<file path="config.mk">
export PLATFORM = sky130hd
export DESIGN_NAME = config_loader
export DESIGN_NICKNAME = d
export VERILOG_FILES = /design/src/cgra_pkg.sv /design/src/config_loader.sv
export SDC_FILE = /design/constraint.sdc
export NUM_CORES = 1
export LEC_CHECK = 0
export ABC_AREA = 0
export ABC_CLOCK_PERIOD_IN_PS = 3000
export BUFFER_PORTS_ARGS = -buffer_cell sky130_fd_sc_hd__buf_2
export CORE_AREA = 8 8 137 139
export CTS_CLUSTER_DIAMETER = 120
export DETAILED_ROUTE_END_ITERATION = 10
export DIE_AREA = 0 0 145 147
export PLACE_DENSITY = 0.61
export SLEW_MARGIN = 0
export SYNTH_ARGS = -nofsm -noshare
export SYNTH_HDL_FRONTEND = slang
export SYNTH_SLANG_ARGS = --single-unit
</file>
<file path="constraint.sdc">
create_clock -name clk -period 3 [get_ports clk]
set_input_delay 0.15 -clock clk [delete_from_list [all_inputs] [get_ports clk]]
set_output_delay 0.15 -clock clk [all_outputs]
set_load 0.02 [all_outputs]
</file>
<file path="src/cgra_pkg.sv">
// CGRA shared definitions

package cgra_pkg;

   // Fabric geometry
   localparam int tracks_per_side = 4;
   localparam int num_sides       = 4;
   localparam int array_dim       = 2;
   localparam int num_tiles       = 4;

   // Tracks of one tile, side 0 south, 1 east, 2 north, 3 west
   typedef struct packed {
      logic [3:0] side_3;
      logic [3:0] side_2;
      logic [3:0] side_1;
      logic [3:0] side_0;
   } tile_tracks_t;

   // Array boundary, lower nibble is column 0 or row 0
   typedef struct packed {
      logic [7:0] side_3;
      logic [7:0] side_2;
      logic [7:0] side_1;
      logic [7:0] side_0;
   } array_edge_t;

   // Source of one switch output on side s
   typedef enum logic [1:0] {
      route_opp  = 2'd0,  // side s+2
      route_next = 2'd1,  // side s+1
      route_prev = 2'd2,  // side s+3
      route_pe   = 2'd3
   } route_opt_t;

   // Entry 0 is side 0 track 0
   typedef struct packed {
      route_opt_t [15:0] route;
   } sb_cfg_t;

   typedef enum logic [1:0] {
      op_and    = 2'd0,
      op_or     = 2'd1,
      op_xor    = 2'd2,
      op_pass_a = 2'd3
   } pe_op_t;

   typedef struct packed {
      logic [19:0] unused;
      logic        out_reg;
      pe_op_t      op;
      logic [3:0]  sel_b;
      logic [3:0]  sel_a;
      logic        reserved;
   } pe_cfg_t;

   // One config word, view picked by the request target
   typedef union packed {
      sb_cfg_t     sb;
      pe_cfg_t     pe;
      logic [31:0] raw;
   } cfg_word_u;

   typedef enum logic {
      target_sb = 1'b0,
      target_pe = 1'b1
   } cfg_target_t;

   typedef struct packed {
      logic        write;
      logic [1:0]  tile;
      cfg_target_t target;
      cfg_word_u   data;
   } cfg_req_t;

   typedef struct packed {
      cfg_word_u data;
   } cfg_rsp_t;

endpackage

</file>
<file path="src/config_loader.sv">
// Configuration loader
`timescale 1ns/10ps

module config_loader (
   input  logic                           clk,
   input  logic                           rst,
   input  logic                           req_valid,
   output logic                           req_ready,
   input  cgra_pkg::cfg_req_t             cfg_req,
   output logic                           rsp_valid,
   input  logic                           rsp_ready,
   output cgra_pkg::cfg_rsp_t             rsp,
   output cgra_pkg::cfg_word_u            cfg_data,
   output logic [cgra_pkg::num_tiles-1:0] sb_we,
   output logic [cgra_pkg::num_tiles-1:0] pe_we,
   input  cgra_pkg::sb_cfg_t              sb_cfg_all [cgra_pkg::num_tiles],
   input  cgra_pkg::pe_cfg_t              pe_cfg_all [cgra_pkg::num_tiles]
);

   import cgra_pkg::*;

   cfg_req_t  req_q;
   logic      busy_q;
   cfg_word_u rd_word;

   // Held request, only meaningful while busy
   always_ff @(posedge clk) begin
      if (req_valid && req_ready) begin
         req_q <= cfg_req;
      end
   end

   // Busy for exactly the cycle after acceptance
   always_ff @(posedge clk or negedge rst) begin
      if (!rst) begin
         busy_q    <= 1'b0;
         rsp_valid <= 1'b0;
      end else begin
         busy_q <= req_valid && req_ready;
         if (busy_q && !req_q.write) begin
            rsp_valid <= 1'b1;
         end else if (rsp_ready) begin
            rsp_valid <= 1'b0;
         end
      end
   end

   assign req_ready = !busy_q && !rsp_valid;
   assign cfg_data  = req_q.data;

   // One-hot write enable for the addressed tile and target
   always_comb begin
      sb_we = '0;
      pe_we = '0;
      if (busy_q && req_q.write) begin
         if (req_q.target == target_sb) begin
            sb_we[req_q.tile] = 1'b1;
         end else begin
            pe_we[req_q.tile] = 1'b1;
         end
      end
   end

   always_comb begin
      if (req_q.target == target_sb) begin
         rd_word.sb = sb_cfg_all[req_q.tile];
      end else begin
         rd_word.pe = pe_cfg_all[req_q.tile];
      end
   end

   // Response word holds until taken
   always_ff @(posedge clk) begin
      if (busy_q && !req_q.write) begin
         rsp.data <= rd_word;
      end
   end

endmodule

</file>
==> results by group <==
Status
  – Status: complete, no violations

GRT
  – First-pass GRT wire length: 28300 um
  – GRT Overall Usage: between 10% and 20%
  – Initial antenna violation count: 1
  – Gr ovfl total: 0
  – Largest net degree at the start of global routing: 45
  – Vias in the first global route: between 4000 and 5000

Power
  – Max VDD drop: between 0.2 and 0.25 mV
  – Leakage Power: approximately 3.1 nW
  – Power Internal: roughly 2.4 mW
  – Power share of the combinational group: 26.7%
  – Clock group share of total power: about 36%
  – Switching power: 888 uW
  – Power Density: roughly 470 nW/um2
  – Switching part of the total power: a little over a quarter
  – Seq pwr share: between 30% and 40%

Floorplanning
  – Die X: 145 um
  – Initial Util: 26.6%
  – Row cnt: 48
  – DIE AREA: 21300 um2
  – Die Y: 147 um
  – Core area: approximately 17000 um2
  – Io pins: 370

STA
  – F_max: 478 MHz
  – Final Hold Vio Count: 0
  – Setup violations, final: 0
  – Final critical-path share of the clock period: between 60% and 70%
  – Setup TNS: 0 ns
  – Clock skew: 0.00965 ns
  – Slew margin rel.: about two fifths
  – RSZ-0062 raised after global routing: false
  – Slew @ Worst Pin: between 0.8 and 0.9 ns
  – Slew Limit Fails: 0
  – Clock period minus final worst setup slack: 2.09 ns

Final layout
  – NumNets Final: 983
  – Finished Cell Area: between 6000 and 7000 um2
  – Multi-input logic area: a little under 2000 um2
  – Final Core Density: about two fifths
  – Ratio of cells with drive above 1 in the final layout: around two thirds
  – Area growth syn-to-layout: 56.8%
  – Fill cells: between 1500 and 2000
  – Sequential Area: around 2100 um2

Logic synthesis
  – Yosys top cell by area: edfxtp_1
  – Unique masters post-synth: 29
  – Ranking of synthesized cells by area: edfxtp_1 (46%), mux4_2 (15%), mux2_2 (10%)
  – Syn Nets: 615
  – Top-area cell type share of the netlist area: 45.8%
  – Post-Syn Area: about 4500 um2
  – Mean post-synth cell area: about 14 um2
  – Sequential fraction of the synthesis area: between 40% and 50%
  – Synth warnings: 0
  – Post-Synthesis Cells: around 320
  – FF+latch count, synth: 70

Place
  – Input/output buffers: 369
  – Hpwl dp: 15400 um
  – Routability cong.: roughly 0.8
  – Post-DP Area: between 6000 and 7000 um2

Setup path
  – CP arrival: around 1.9 ns
  – Critical path class: flop to output port
  – Crit-path cells: buf_4 -> nand2_1 -> nor2_1 -> buf_2
  – Crit path required time: between 2 and 3 ns
  – CP Max Fanout: 44
  – Critical Path Start Type: flop
  – Slowest cell on crit path: edfxtp_1
  – CP endpoint kind: output port
  – Max incr delay on CP: around 0.64 ns

Clock network
  – Clk pin slew, worst setup/hold paths: around 0.06 ns
  – H-tree Lvls: 3
  – Number of gates resized after CTS: 0
  – CTS root buffer: clkbuf_16
  – Worst-skew pair later-pin latency: around 0.34 ns
  – Clock sink count: 70
  – TritonCTS clock tree: yes
  – Clock Tree Buf Depth: 2
  – Cts bufs inserted: 9

Routing
  – Wire per inst: between 20 and 25 um
  – Pre-Repair DR Iteration Count: 5
  – Antenna viol nets, final: 0
  – DRT Wirelength: 18900 um
  – DRC Markers: 0
  – Vias per cell: between 4 and 5
  – Initial drt markers: around 170
  – Vias: ~4300

Run
  – Max cap viols: 0

Worst hold path
  – Hold WC Path Type: input pin to flop
power groups by stage:
stage,combinational (mW),sequential (mW),clock [mW]
2_1_floorplan,0.494,1.27,0
3_3_place_gp,0.830,1.24,0
3_5_place_dp,0.838,1.24,0
4_1_cts,0.880,1.22,1.22
5_1_grt,0.938,1.23,1.25
6_report,0.871,1.22,1.16
synthesized netlist by cell type:
cell type,number
a211o_1,10
nand2_1,2
nor3_1,2
mux2_4,5
nand3_1,2
buf_2,15
a211oi_1,8
buf_8,1
and2_1,1
mux2_2,40
clkbuf_1,8
or2_2,1
edfxtp_1,68
o221ai_1,10
buf_4,35
inv_1,1
nor3b_1,10
nor2_1,13
a21oi_1,10
nand3b_1,2
mux2i_1,10
or3_1,1
nor2b_1,2
o22ai_1,24
nand2b_1,4
buf_6,1
dfrtp_1,2
mux4_2,30
a21o_1,1
worst max-delay path, delay by kind of cell (launching register included):
kind / cells / cell delay, ns
simple gates: 2 / 0.25
buf+inv: 2 / 0.68
flops: 1 / 0.64
registers in the layout, summed over array words and instances, names as in the netlist:
signal     cells
cfg_data      32
rsp           32
req_q          4
busy_q         1
rsp_valid      1
per-layer routing:
layer	part of all wire [%]	GRT usage [%]	wire, um	vias up
li1	-	-	-	2003
met1	40	19.5	7530	2053
met2	49	29.3	9310	256
met3	9.0	5.97	1690	26
met4	1.9	5.89	352	0
met5	0	0	0	-
path summary, 6_finish.rpt:
path | startpoint | to | slack, ns | cells after the start
worst max-delay path | req_q[34] | pe_we[3] | 0.91 | 4
worst min-delay path | rsp_ready | rsp_valid | 0.1 | 3
worst max register to register | req_q[34] | rsp[23] | 0.92 | 4
worst min register to register | rsp_valid | rsp_valid | 0.52 | 1
max in group asynchronous | rst | rsp_valid | 2.75 | 2
min in group asynchronous | rst | busy_q | 0.15 | 2
cell type report:
| class | count | area share, % |
|---|---|---|
| timing repair buffer | 417 | 33.1 |
| sequential | 70 | 29.9 |
| multi-input combinational | 188 | 28.3 |
| tap | 225 | 4.03 |
| clock buffer | 9 | 3.22 |
| clock inverter | 7 | 1.38 |
| inverter | 1 | 0.0537 |
| antenna | 1 | 0.0358 |
cells by family (layout without fill, tap and decap cells):
family                 Yosys count  count (layout)  synth area share, %
multiplexers                    85              85                 29.2
buffers and inverters           61             434                 8.93
other                            0               1                    0
AND/OR/NAND/NOR                 40              40                 5.00
flip-flops                      70              70                 46.9
AO/OA/AOI/OAI                   63              63                 9.94
timing repair:
action                    in CTS  in global routing
setup buffers                  0                  0
hold endpoints to repair      38                  0
hold buffers                  37                  0
per-stage QoR:
step | hold WS, ns | setup WS [ns] | total power, mW | std cells
2_1_floorplan | -0.146 | 0.689 | 1.77 | 319
3_3_place_gp | -0.0614 | 0.908 | 2.07 | 864
3_5_place_dp | -0.0614 | 0.897 | 2.08 | 864
4_1_cts | 0.0820 | 0.879 | 3.32 | 917
5_1_grt | 0.107 | 0.738 | 3.41 | 918
6_report | 0.0992 | 0.906 | 3.26 | 918
cell usage in the layout, fill, tap and decap left out, drive strengths merged, types with 2 or more instances in the layout:
cell         count
a211oi           8
bufinv           2
nor2            13
nand2            2
dlygate4sd3     37
nor3b           10
a21oi           10
nand3b           2
nor3             2
edfxtp          68
a211o           10
nor2b            2
o221ai          10
mux2i           10
buf            380
dfrtp            2
clkbuf           9
clkinvlp         2
inv              3
mux2            45
nand2b           4
nand3            2
mux4            30
o22ai           24
Note: power is estimated with default switching activity, not from simulation.
