## config.mk

```make
export PLATFORM = sky130hd
export DESIGN_NAME = cgra_tile
export DESIGN_NICKNAME = d
export VERILOG_FILES = /design/src/cgra_pkg.sv /design/src/cgra_tile.sv /design/src/connection_box.sv /design/src/pe_core.sv /design/src/switch_box.sv
export SDC_FILE = /design/constraint.sdc
export NUM_CORES = 1
export LEC_CHECK = 0
export BUFFER_PORTS_ARGS = -buffer_cell sky130_fd_sc_hd__buf_2
export CAP_MARGIN = 20
export CORE_MARGIN = 3
export CORE_UTILIZATION = 40
export CTS_CLUSTER_DIAMETER = 120
export DETAILED_ROUTE_END_ITERATION = 8
export GPL_ROUTABILITY_DRIVEN = 0
export PLACE_DENSITY = 0.68
export SYNTH_ARGS = -nofsm -noshare
export SYNTH_HDL_FRONTEND = slang
export SYNTH_SLANG_ARGS = --single-unit
```

## constraint.sdc

```tcl
create_clock -name clk -period 6.7 [get_ports clk]
set_input_delay 1.005 -clock clk [delete_from_list [all_inputs] [get_ports clk]]
set_output_delay 1.005 -clock clk [all_outputs]
set_load 0.005 [all_outputs]
```

## src/cgra_pkg.sv

```systemverilog
// CGRA shared definitions

package cgra_pkg;

   // Fabric geometry
   localparam int tracks_per_side = 4;
   localparam int num_sides       = 4;
   localparam int array_dim       = 2;
   localparam int num_tiles       = 4;

   // Tracks of one tile, side 0 south, 1 east, 2 north, 3 west
   typedef struct packed {
      logic [3:0] side_3;
      logic [3:0] side_2;
      logic [3:0] side_1;
      logic [3:0] side_0;
   } tile_tracks_t;

   // Array boundary, lower nibble is column 0 or row 0
   typedef struct packed {
      logic [7:0] side_3;
      logic [7:0] side_2;
      logic [7:0] side_1;
      logic [7:0] side_0;
   } array_edge_t;

   // Source of one switch output on side s
   typedef enum logic [1:0] {
      route_opp  = 2'd0,  // side s+2
      route_next = 2'd1,  // side s+1
      route_prev = 2'd2,  // side s+3
      route_pe   = 2'd3
   } route_opt_t;

   // Entry 0 is side 0 track 0
   typedef struct packed {
      route_opt_t [15:0] route;
   } sb_cfg_t;

   typedef enum logic [1:0] {
      op_and    = 2'd0,
      op_or     = 2'd1,
      op_xor    = 2'd2,
      op_pass_a = 2'd3
   } pe_op_t;

   typedef struct packed {
      logic [19:0] unused;
      logic        out_reg;
      pe_op_t      op;
      logic [3:0]  sel_b;
      logic [3:0]  sel_a;
      logic        reserved;
   } pe_cfg_t;

   // One config word, view picked by the request target
   typedef union packed {
      sb_cfg_t     sb;
      pe_cfg_t     pe;
      logic [31:0] raw;
   } cfg_word_u;

   typedef enum logic {
      target_sb = 1'b0,
      target_pe = 1'b1
   } cfg_target_t;

   typedef struct packed {
      logic        write;
      logic [1:0]  tile;
      cfg_target_t target;
      cfg_word_u   data;
   } cfg_req_t;

   typedef struct packed {
      cfg_word_u data;
   } cfg_rsp_t;

endpackage

```

## src/cgra_tile.sv

```systemverilog
// CGRA tile
`timescale 1ns/10ps

module cgra_tile (
   input  logic                   clk,
   input  logic                   rst,
   input  cgra_pkg::cfg_word_u    cfg_data,
   input  logic                   sb_we,
   input  logic                   pe_we,
   input  cgra_pkg::tile_tracks_t track_in,
   output cgra_pkg::tile_tracks_t track_out,
   output cgra_pkg::sb_cfg_t      sb_cfg,
   output cgra_pkg::pe_cfg_t      pe_cfg
);

   import cgra_pkg::*;

   logic opnd_a;
   logic opnd_b;
   logic pe_out;

   switch_box switch_box_inst (
      .clk       (clk),
      .rst       (rst),
      .cfg_we    (sb_we),
      .cfg_data  (cfg_data),
      .track_in  (track_in),
      .pe_out    (pe_out),
      .track_out (track_out),
      .sb_cfg    (sb_cfg)
   );

   // Operand selects come straight from the PE config word
   connection_box connection_box_inst (
      .track_in (track_in),
      .sel_a    (pe_cfg.sel_a),
      .sel_b    (pe_cfg.sel_b),
      .opnd_a   (opnd_a),
      .opnd_b   (opnd_b)
   );

   pe_core pe_core_inst (
      .clk      (clk),
      .rst      (rst),
      .cfg_we   (pe_we),
      .cfg_data (cfg_data),
      .opnd_a   (opnd_a),
      .opnd_b   (opnd_b),
      .pe_cfg   (pe_cfg),
      .pe_out   (pe_out)
   );

endmodule

```

## src/connection_box.sv

```systemverilog
// PE operand connection box
`timescale 1ns/10ps

module connection_box (
   input  cgra_pkg::tile_tracks_t track_in,
   input  logic [3:0]             sel_a,
   input  logic [3:0]             sel_b,
   output logic                   opnd_a,
   output logic                   opnd_b
);

   import cgra_pkg::*;

   // Track i is side i/4, track i%4
   logic [num_sides*tracks_per_side-1:0] flat;

   assign flat = track_in;

   // Two independent 16-to-1 selectors
   assign opnd_a = flat[sel_a];
   assign opnd_b = flat[sel_b];

endmodule

```

## src/pe_core.sv

```systemverilog
// One-bit processing element
`timescale 1ns/10ps

module pe_core (
   input  logic                clk,
   input  logic                rst,
   input  logic                cfg_we,
   input  cgra_pkg::cfg_word_u cfg_data,
   input  logic                opnd_a,
   input  logic                opnd_b,
   output cgra_pkg::pe_cfg_t   pe_cfg,
   output logic                pe_out
);

   import cgra_pkg::*;

   pe_cfg_t cfg_q;
   logic    res;
   logic    res_q;

   always_ff @(posedge clk or negedge rst) begin
      if (!rst) begin
         cfg_q <= '0;
      end else if (cfg_we) begin
         cfg_q <= cfg_data.pe;
      end
   end

   always_comb begin
      case (cfg_q.op)
         op_and: begin
            res = opnd_a & opnd_b;
         end
         op_or: begin
            res = opnd_a | opnd_b;
         end
         op_xor: begin
            res = opnd_a ^ opnd_b;
         end
         default: begin
            res = opnd_a;
         end
      endcase
   end

   // Optional output stage, always clocked
   always_ff @(posedge clk or negedge rst) begin
      if (!rst) begin
         res_q <= 1'b0;
      end else begin
         res_q <= res;
      end
   end

   assign pe_out = cfg_q.out_reg ? res_q : res;
   assign pe_cfg = cfg_q;

endmodule

```

## src/switch_box.sv

```systemverilog
// Tile switch box
`timescale 1ns/10ps

// Layout of the four sides
//
//              2
//
//      3   switch_box   1
//
//              0

module switch_box (
   input  logic                   clk,
   input  logic                   rst,
   input  logic                   cfg_we,
   input  cgra_pkg::cfg_word_u    cfg_data,
   input  cgra_pkg::tile_tracks_t track_in,
   input  logic                   pe_out,
   output cgra_pkg::tile_tracks_t track_out,
   output cgra_pkg::sb_cfg_t      sb_cfg
);

   import cgra_pkg::*;

   // 16 switches, 2 bits each
   sb_cfg_t cfg_q;

   // Indexed as [side][track]
   logic [num_sides-1:0][tracks_per_side-1:0] in_vec;
   logic [num_sides-1:0][tracks_per_side-1:0] out_vec;

   always_ff @(posedge clk or negedge rst) begin
      if (!rst) begin
         cfg_q <= '0;
      end else if (cfg_we) begin
         cfg_q <= cfg_data.sb;
      end
   end

   assign in_vec = track_in;

   // Each output takes the same track number from another side
   always_comb begin
      for (int s = 0; s < num_sides; s++) begin
         for (int t = 0; t < tracks_per_side; t++) begin
            case (cfg_q.route[s * tracks_per_side + t])
               route_opp: begin
                  out_vec[s][t] = in_vec[(s + 2) % num_sides][t];
               end
               route_next: begin
                  out_vec[s][t] = in_vec[(s + 1) % num_sides][t];
               end
               route_prev: begin
                  out_vec[s][t] = in_vec[(s + 3) % num_sides][t];
               end
               default: begin
                  out_vec[s][t] = pe_out;
               end
            endcase
         end
      end
   end

   assign track_out = out_vec;
   assign sb_cfg    = cfg_q;

endmodule
```

==> results of run 1 <==
-- sequential cells by signal, summed over array words and instances, names as in the netlist --
| register | cells |
|---|---|
| pe_core_inst.res_q | 1 |
| switch_box_inst.sb_cfg | 32 |
| pe_core_inst.pe_cfg | 32 |
-- metal layers --
metal,up-vias,part of all wire [%]
li1,1028,-
met1,1163,43
met2,85,48
met3,10,6.9
met4,0,1.4
met5,-,0
-- cell usage after synthesis, drive strengths merged (2+ instances only) --
cell,count,area share (%)
a221oi,2,0.55
mux2,63,22
o21ai,2,0.31
nor2,2,0.23
buf,7,1.3
inv,4,0.47
a21oi,2,0.31
clkbuf,3,0.35
nand2,4,0.47
mux2i,6,1.9
mux4,22,17
nor2b,2,0.39
ha,2,0.78
nand3,3,0.63
dfrtp,65,51
-- worst reg2reg max path, stage by stage (launching register included) --
cell      delay (ns)
dfrtp_1         0.59
mux2_2          0.38
o311ai_1        0.43
and2_1          0.25
ha_1            0.25
a221oi_1        0.35
mux2i_1         0.12
-- cell families after synthesis --
family,after synthesis
fa+ha+maj,2
buf+inv,14
compound gates,9
flops,65
mux,91
simple gates,15
-- layout by cell type (no fill, tap or decap) --
| cell | synthesis | layout |
|---|---|---|
| or2b_2 | 1 | 1 |
| inv_1 | 4 | 4 |
| nor2_1 | 2 | 2 |
| a21oi_1 | 2 | 2 |
| nand3b_1 | 1 | 1 |
| mux2i_1 | 6 | 6 |
| mux4_1 | 16 | 16 |
| buf_2 | 0 | 131 |
| bufinv_16 | 0 | 1 |
| buf_4 | 0 | 1 |
| clkbuf_8 | 0 | 10 |
| ha_1 | 2 | 2 |
| and2_1 | 1 | 1 |
| nand3_1 | 2 | 2 |
| o311ai_1 | 1 | 1 |
| nor2b_1 | 2 | 2 |
| nand2b_4 | 1 | 1 |
| nand3_2 | 1 | 1 |
| dfrtp_1 | 65 | 65 |
| a2bb2oi_1 | 1 | 1 |
| o21ai_0 | 2 | 2 |
| nand2_1 | 4 | 4 |
| a221oi_1 | 2 | 2 |
| clkbuf_1 | 3 | 3 |
| o211ai_2 | 1 | 1 |
| clkinv_2 | 0 | 2 |
| mux4_2 | 6 | 6 |
| mux2_2 | 63 | 63 |
-- stage by stage --
step / power [mW] / cell area, µm² / hold slack (ns) / utilization [%] / setup WS [ns]
final: 1.02 / 4130 / 0.503 / 53.2 / 1.61
after global routing: 1.08 / 4130 / 0.514 / 53.2 / 1.45
after CTS: 1.04 / 4130 / 0.507 / 53.2 / 1.59
after detailed placement: 0.712 / 3940 / 0.491 / 50.7 / 1.59
after global placement: 0.707 / 3940 / 0.485 / 50.7 / 1.63
after floorplan: 0.599 / 3200 / 0.505 / - / 2.18
-- power by group through the flow --
stage / registers [mW] / clock network (mW) / logic [mW]
floorplan: 0.473 / 0 / 0.126
global placement: 0.476 / 0 / 0.231
detailed placement: 0.477 / 0 / 0.235
CTS: 0.470 / 0.335 / 0.236
global route: 0.475 / 0.353 / 0.255
finish: 0.469 / 0.325 / 0.231
-- area by class of cell --
cell class              count  area (µm²)
clock buffers              13         149
clock inverters             3        40.0
fillers                   720        3640
inverters                   4        15.0
multi-input cells         117        1510
flip-flops and latches     65        1630
well taps                 102         128
repair buffers            132         663
-- worst min-delay path by stage --
stage	startpoint	to	depth (start not counted)
after global placement	pe_core_inst.pe_cfg[14]	pe_core_inst.pe_cfg[14]	1
after floorplan	pe_core_inst.pe_cfg[31]	pe_core_inst.pe_cfg[31]	1
final	pe_core_inst.pe_cfg[0]	pe_core_inst.pe_cfg[0]	1
after detailed placement	pe_core_inst.pe_cfg[0]	pe_core_inst.pe_cfg[0]	1
after CTS	pe_core_inst.pe_cfg[19]	pe_core_inst.pe_cfg[19]	1
after global routing	pe_core_inst.pe_cfg[0]	pe_core_inst.pe_cfg[0]	1
==> metrics, run 1 <==
layout cells sized above 1 approximately 65%; Std-Cell Rows 32; Final min period between 5 and 6 ns; post-CTS sizing 0; post-synthesis sequential area ratio about half; Top FF cell, synth dfrtp_1; CP Class input port to primary output; PwrDens 248 nW/µm²; First DRT Iteration DRCs 59; Final ANT Viol Nets 0; mux contribution to synthesized area 41.4%; status complete, no violations; vias in the first global route approximately 2.3k; core area 7770 µm²; via count ~2.3k; vias per cell about 5.2; reg2reg end pe_core_inst.res_q; Overflow after GRT 0; skew final ~0.006 ns; Combinational Power Share 22.6%; Worst Path Arrival 4.08 ns; Cells after Synth 196; CTS clock-pin slew for the worst setup and hold paths around 0.070 ns; Setup crit start kind input port; crit path from track_in[15]; sequence of cells on the critical path buf_2 -> mux4_2 -> mux4_2 -> inv_1 -> ha_1 -> a221oi_1 -> a2bb2oi_1 -> o211ai_2 -> mux4_1 -> buf_2; Synth Area in Compound Gates under 10%; GR Layer Usage met2 29.3%; CTS tree built; FF-to-FF Start pe_core_inst.pe_cfg[1]; cell family with most CP delay multiplexers; CP endpoint kind primary output; CTS Buf Count 9; P_int roughly 0.75 mW; CP max-delay cell mux4_1; CP Max Fanout 16; HPWL Detailed roughly 5.8 mm; worst vdd ir roughly 0.14 mV; CP peak stage delay around 0.61 ns; total net switching power roughly 0.28 mW; Synth Cell Area approximately 3200 µm²; clk sink count 65; chip width approximately 95 µm; Post-Synth XOR/XNOR Area 0%; Routed WL ~8.1 mm; Total Nets Final ~380; Synth Register Bits between 60 and 70; f_max slightly below 200 MHz; Post-synth EDFFs 0; fin. max-slew vios 0; Post-CTS Hold Buffers 0; Final period util approximately three quarters; final hold violation count 0; WL/cell around 18 µm; total track usage 17.9%; number of I/O port buffers around 130; num ports about 130; post-synth cell types 25; GR met3 Demand/Resource 4.58%; setup TNS 0 ns; worst r2r path cells 6; setup repair bufs after CTS 0; clock buffer depth 2; FFs w/ async S/R, synth 100%; GRT busiest layer met2; Cells after DPL 420; Worst R2R Setup Slack 4.19 ns; adder-cell share of the synthesized area 0.781%; Critical Path Stages 10; Syn Nets 250; CP endpoint track_out[9]; global-route wire length before repair about 12 mm; First-pass DRT Iterations 4; DIE AREA ~9100 µm²; Sw Ratio 27.0%; clk_lat worst skew roughly 0.33 ns; Antenna Cells 0; worst relative slew slack ~44%; Critical Path RT 5.69 ns; Die Ht roughly 95 µm; root buffer cell clkbuf_8; Crit path buffers/inverters 3; H-Tree Depth 3; Initial Util 41.2%; clock network fraction of design power a little under a third; post-synthesis simple-gate area fraction under 10%; Worst-Margin Slew ~0.83 ns; antenna violations before repair 0; Post-Layout Cell Count roughly 440; Area Growth Syn to Fin 28.9%; Pleak a little under 2 nW; Syn Area/Cell 16.3 µm²; worst hold path type flip-flop to flip-flop; largest net degree at the start of global routing 66; Max Cap Viol 0; M1 GR Usage 23.0%; sequential share of power between 40% and 50%; DRC viols 0; final setup violating endpoints 0; main combinational cell family by area after synthesis multiplexers; synth warn 0; RSZ-0062 raised after global routing no
(Power assumes the default switching activity.)
==> run 2: changes to the inputs <==
--- a/config.mk
+++ b/config.mk
@@ -12,7 +12,7 @@
 export CTS_CLUSTER_DIAMETER = 120
 export DETAILED_ROUTE_END_ITERATION = 8
 export GPL_ROUTABILITY_DRIVEN = 0
-export PLACE_DENSITY = 0.68
+export PLACE_DENSITY = 0.71
 export SYNTH_ARGS = -nofsm -noshare
 export SYNTH_HDL_FRONTEND = slang
 export SYNTH_SLANG_ARGS = --single-unit
==> constraint.sdc (replaced) <==
create_clock -name clk -period 4.25 [get_ports clk]
set_input_delay 0.6375 -clock clk [delete_from_list [all_inputs] [get_ports clk]]
set_output_delay 0.6375 -clock clk [all_outputs]
set_load 0.005 [all_outputs]
==> run 2 against run 1 <==
Total power is 58% higher. Routed wire length increased by 7.9%. Flip-flop and latch count is the same. Via count is 4.2% higher. Hold slack worse by 0.31 ns. Cell area grew 3.8%. Die area did not move. Global-route usage increased by 1.3 points.
==> metrics, run 2 (synthesized netlist as in run 1, its figures left out) <==
total track usage 19.2% (+1.3 points); Critical Path RT 3.61 ns (-2.08 ns); worst hold path type input port to asynchronous set/reset pin; First-pass DRT Iterations 4 (unchanged); Final ANT Viol Nets 0 (unchanged); DRC viols 0 (unchanged); root buffer cell clkbuf_8; num ports 132 (unchanged); chip width 95.5 µm (unchanged); Area Growth Syn to Fin 33.8%; Total Nets Final 400 (+4.4%); Final min period between 4 and 5 ns; worst r2r path cells 7 (+1); f_max ~240 MHz; CP Class flip-flop to primary output; RSZ-0062 raised after global routing yes; final setup violating endpoints 0 (unchanged); Worst R2R Setup Slack 1.76 ns (-2.43 ns); Die Ht 95.5 µm (unchanged); Worst Path Arrival 3.52 ns (-0.56 ns); Max Cap Viol 0 (unchanged); CP Max Fanout 8 (-8); clock buffer depth 2 (unchanged); Setup crit start kind flip-flop; Setup WS pre-CTS -0.0738 ns (-1.67 ns); reg2reg end pe_core_inst.res_q; Antenna Cells 0 (unchanged); Tot Pwr 1.62 mW (+58%); number of I/O port buffers 131 (unchanged); largest net degree at the start of global routing 50 (-24%); clk sink count 65 (unchanged); CTS tree built; fin. max-slew vios 0 (unchanged); commonest non-fill, non-tap cell in the layout buf_2; layout cells sized above 1 71.6% (+6.4 points); Std-Cell Rows 32 (unchanged); Worst Setup Slack, final 0.0948 ns (-1.52 ns); core area 7770 µm² (unchanged); global-route wire length before repair 12.9 mm (+6.8%); Initial Util 41.2% (unchanged); antenna violations before repair 0 (unchanged); DIE AREA 9120 µm² (unchanged); FF-to-FF Start pe_core_inst.pe_cfg[5]; Pleak 2.02 nW (+2.8%); final hold violation count 0 (unchanged); Final period util about 100%; First DRT Iteration DRCs 47 (-20%); PwrDens 378 nW/µm² (+52%); H-Tree Depth 3 (unchanged); CTS Buf Count 9 (unchanged); most frequent cells in the layout buf_2, mux2_2, dfrtp_1, buf_4, mux4_2; CP endpoint kind primary output; vias per cell 5.28 (+0.69%); clk_lat worst skew 0.34 ns (about the same); Routed WL 8.70 mm (+7.9%); skew final 0.00615 ns (+0.000222 ns); Overflow after GRT 0 (unchanged); status complete, no violations; vias in the first global route 2491 (+9.4%); worst relative slew slack 44.2% (-0.21 points); HPWL Detailed 6.18 mm (+6.6%); WL/cell 19.3 µm (+4.3%); via count 2381 (+4.2%); CTS clock-pin slew for the worst setup and hold paths 0.07 ns (about the same); Worst-Margin Slew 0.837 ns (+0.00312 ns); worst vdd ir 0.164 mV (+18%)
run 2: metrics by stage:
stage                     area (µm²)  instances  hold slack, ns  util (%)  TNS, ns
after floorplan                 3200        196           0.342         -        0
after global placement          4020        430           0.484      51.7  -0.0245
after detailed placement        4020        430           0.491      51.7   -0.799
after CTS                       4190        444           0.505      53.9        0
after global routing            4290        451           0.189      55.2   -0.196
final                           4290        451           0.193      55.2        0
run 2: report_power, final:
| part | internal (mW) | total, mW | switching, mW | leakage [nW] |
|---|---|---|---|---|
| clock network | 0.202 | 0.429 | 0.227 | 0.0778 |
| logic | 0.259 | 0.446 | 0.187 | 1.18 |
| registers | 0.683 | 0.745 | 0.0615 | 0.759 |
run 2: critical path: stages, from the launching register on:
cell	delay [ns]
dfrtp_2	0.46
mux4_2	0.52
mux4_2	0.51
buf_4	0.15
ha_2	0.17
a221oi_4	0.32
a2bb2oi_4	0.23
o211ai_4	0.17
mux4_2	0.51
buf_2	0.14
run 2: layout make-up:
class                   instances  area [µm²]
inverters                       4        15.0
flip-flops and latches         65        1630
fillers                       673        3480
clock buffers                  10         128
clock inverters                 4        22.5
multi-input cells             118        1560
repair buffers                148         806
well taps                     102         128
run 2: what timing repair did:
item / in CTS / in global routing
hold buffers: 0 / 0
resized for setup: 5 / 17
setup buffers: 0 / 5
pin swaps: 0 / 3
endpoints found under the setup margin: 16 / 16
gates cloned: 0 / 1
run 2: worst max-delay path by stage:
| stage | cells after the start | slack (ns) | from | endpoint |
|---|---|---|---|---|
| 6_report | 9 | 0.09 | pe_core_inst.pe_cfg[5] | track_out[3] |
| 5_1_grt | 9 | -0.03 | pe_core_inst.pe_cfg[5] | track_out[7] |
| 4_1_cts | 9 | 0.03 | pe_core_inst.pe_cfg[5] | track_out[14] |
| 3_5_place_dp | 10 | -0.07 | track_in[12] | track_out[11] |
| 3_3_place_gp | 10 | -0.009 | track_in[12] | track_out[11] |
| 2_1_floorplan | 9 | 0.46 | track_in[15] | track_out[10] |
run 2: per-layer routing:
layer  vias up  track usage (%)  part of all wire [%]
met5         -                0                     0
li1       1068                -                     -
met3        11             5.29                   8.3
met1      1211             24.5                    41
met2        91             31.5                    49
met4         0             6.40                   1.4
==> run 3: changes to the inputs <==
--- a/config.mk
+++ b/config.mk
@@ -12,6 +12,7 @@
 export CTS_CLUSTER_DIAMETER = 120
 export DETAILED_ROUTE_END_ITERATION = 8
 export GPL_ROUTABILITY_DRIVEN = 0
+export MAX_ROUTING_LAYER = met4
 export PLACE_DENSITY = 0.71
 export SYNTH_ARGS = -nofsm -noshare
 export SYNTH_HDL_FRONTEND = slang
==> run 3 against run 2 <==
Maximum frequency about the same. Die area unchanged. First-iteration DRC count decreased by 15%. Critical endpoint unchanged. Setup slack got worse by 0.0018 ns. Largest cell class unchanged. Core utilization about the same. Combinational power decreased by 1%. Flip-flop and latch count unchanged. Sequential power about the same.
==> metrics, run 3 (synthesized netlist as in run 1, its figures left out) <==
CTS Buf Count 9 (unchanged); status complete, no violations; number of I/O port buffers 131 (unchanged); H-Tree Depth 3 (unchanged); clock buffer depth 2 (unchanged); Worst Path Arrival 3.52 ns (about the same); Initial Util 41.2% (unchanged); Die Ht 95.5 µm (unchanged); DRC viols 0 (unchanged); largest net degree at the start of global routing 50 (unchanged); First-pass DRT Iterations 4 (unchanged); HPWL Detailed 6.18 mm (unchanged); fin. max-slew vios 0 (unchanged); CTS clock-pin slew for the worst setup and hold paths 0.07 ns (about the same); Routed WL 8.68 mm (-0.28%); Most common cell on crit path mux4_2; CP endpoint kind primary output; Critical Path RT 3.61 ns (about the same); global-route wire length before repair 12.9 mm (+0.11%); commonest non-fill, non-tap cell in the layout buf_2; CP Class flip-flop to primary output; Post-CTS Hold Buffers 0 (unchanged); root buffer cell clkbuf_8; f_max 241 MHz (about the same); CP max-delay cell mux4_1; final setup violating endpoints 0 (unchanged); First DRT Iteration DRCs 40 (-15%); placed inst area 4020 µm² (unchanged); WL/cell 19.2 µm (-0.28%); via count 2371 (-0.42%); Overflow after GRT 0 (unchanged); Std-Cell Rows 32 (unchanged); core area 7770 µm² (unchanged); worst vdd ir 0.164 mV (about the same); DIE AREA 9120 µm² (unchanged); CP Max Fanout 8 (unchanged); most frequent cells in the layout buf_2, mux2_2, dfrtp_1, buf_4; Pleak 2.03 nW (+0.46%); worst hold path type input port to asynchronous set/reset pin; Post-Layout Cell Count 451 (unchanged); Worst-Margin Slew 0.834 ns (-0.00350 ns); skew final 0.00871 ns (+0.00256 ns); Tot Pwr 1.61 mW (-0.37%); Design Area, Final 4290 µm² (about the same); sequence of cells on the critical path mux4_2 -> mux4_2 -> buf_4 -> ha_2 -> a221oi_4 -> a2bb2oi_4 -> o211ai_4 -> mux4_1 -> buf_2; Max Cap Viol 0 (unchanged); vias in the first global route 2500 (+0.36%); num ports 132 (unchanged); CP peak stage delay 0.53 ns (about the same); clk_lat worst skew 0.34 ns (about the same); Setup crit start kind flip-flop; Filler cells 673 (unchanged); total track usage 19.7% (+0.57 points); Total Nets Final 400 (unchanged); vias per cell 5.26 (-0.42%); chip width 95.5 µm (unchanged); worst relative slew slack 44.4% (+0.23 points); Final period util 97.8% (about the same); layout cells sized above 1 70.8% (-0.86 points); PwrDens 376 nW/µm² (-0.40%); antenna violations before repair 0 (unchanged); Area Growth Syn to Fin 33.9% (about the same); Antenna Cells 0 (unchanged); clk sink count 65 (unchanged); CTS tree built; final hold violation count 0 (unchanged); Final ANT Viol Nets 0 (unchanged); Final min period 4.16 ns (+0.00181 ns); Cells after DPL 430 (unchanged)
==> run 3: cell count changes in the layout (fill, tap and decap cells not counted) <==
| cell | before | now |
|---|---|---|
| mux4_1 | 8 | 11 |
| buf_4 | 15 | 16 |
| mux4_2 | 14 | 11 |
| buf_2 | 129 | 130 |
| buf_6 | 2 | 0 |
==> run 3: worst max-delay path: cells and delay by family, from the launching register on <==
kind | cells | cell delay (ns)
flip-flops | 1 | 0.45
buffers and inverters | 2 | 0.30
AO/OA/AOI/OAI | 3 | 0.72
multiplexers | 3 | 1.56
adder cells (fa/ha/maj) | 1 | 0.17
==> run 3: routing by layer <==
layer,track usage (%),vias to the layer above,part of all wire (%)
li1,-,1068,-
met5,-,-,0
met3,4.34,10,7.3
met4,6.40,0,1.2
met2,31.8,97,49
met1,24.9,1196,42
==> run 3: what timing repair did <==
action,CTS,global route
resized for setup,5,12
pin swaps,0,3
cloned,0,1
setup buffers,0,5
endpoints found under the setup margin,16,16
==> run 3: layout make-up <==
| cell class | count | area [µm²] | area share, % |
|---|---|---|---|
| Sequential cell | 65 | 1630 | 38.0 |
| Multi-Input combinational cell | 118 | 1570 | 36.6 |
| Timing Repair Buffer | 148 | 796 | 18.6 |
| Clock buffer | 10 | 128 | 2.98 |
| Tap cell | 102 | 128 | 2.98 |
| Clock inverter | 4 | 22.5 | 0.525 |
| Inverter | 4 | 15.0 | 0.350 |
==> run 3: power by group <==
group | internal [mW] | leakage [nW] | switching [mW] | total (mW)
Combinational | 0.255 | 1.19 | 0.186 | 0.440
Sequential | 0.683 | 0.759 | 0.0611 | 0.744
Clock | 0.202 | 0.0778 | 0.227 | 0.429
==> run 3: worst paths after layout <==
| path | start | end | slack (ns) | depth (start not counted) |
|---|---|---|---|---|
| max in group asynchronous | rst | pe_core_inst.pe_cfg[1] | 3.23 | 3 |
| worst max-delay path | pe_core_inst.pe_cfg[5] | track_out[3] | 0.09 | 9 |
| min in group clk | pe_core_inst.pe_cfg[22] | pe_core_inst.pe_cfg[22] | 0.50 | 1 |
| worst min register to register | pe_core_inst.pe_cfg[22] | pe_core_inst.pe_cfg[22] | 0.50 | 1 |
| worst max register to register | pe_core_inst.pe_cfg[5] | pe_core_inst.res_q | 1.77 | 7 |
| worst min-delay path | rst | pe_core_inst.pe_cfg[27] | 0.19 | 1 |
==> run 3: per-stage QoR <==
step	hold slack, ns	setup TNS [ns]	util (%)	setup slack (ns)
3_3_place_gp	0.484	-0.0245	51.7	-0.00868
3_5_place_dp	0.491	-0.799	51.7	-0.0738
2_1_floorplan	0.342	0	-	0.463
4_1_cts	0.505	0	53.9	0.0311
5_1_grt	0.189	-0.0988	55.2	-0.0249
6_report	0.190	0	55.2	0.0930
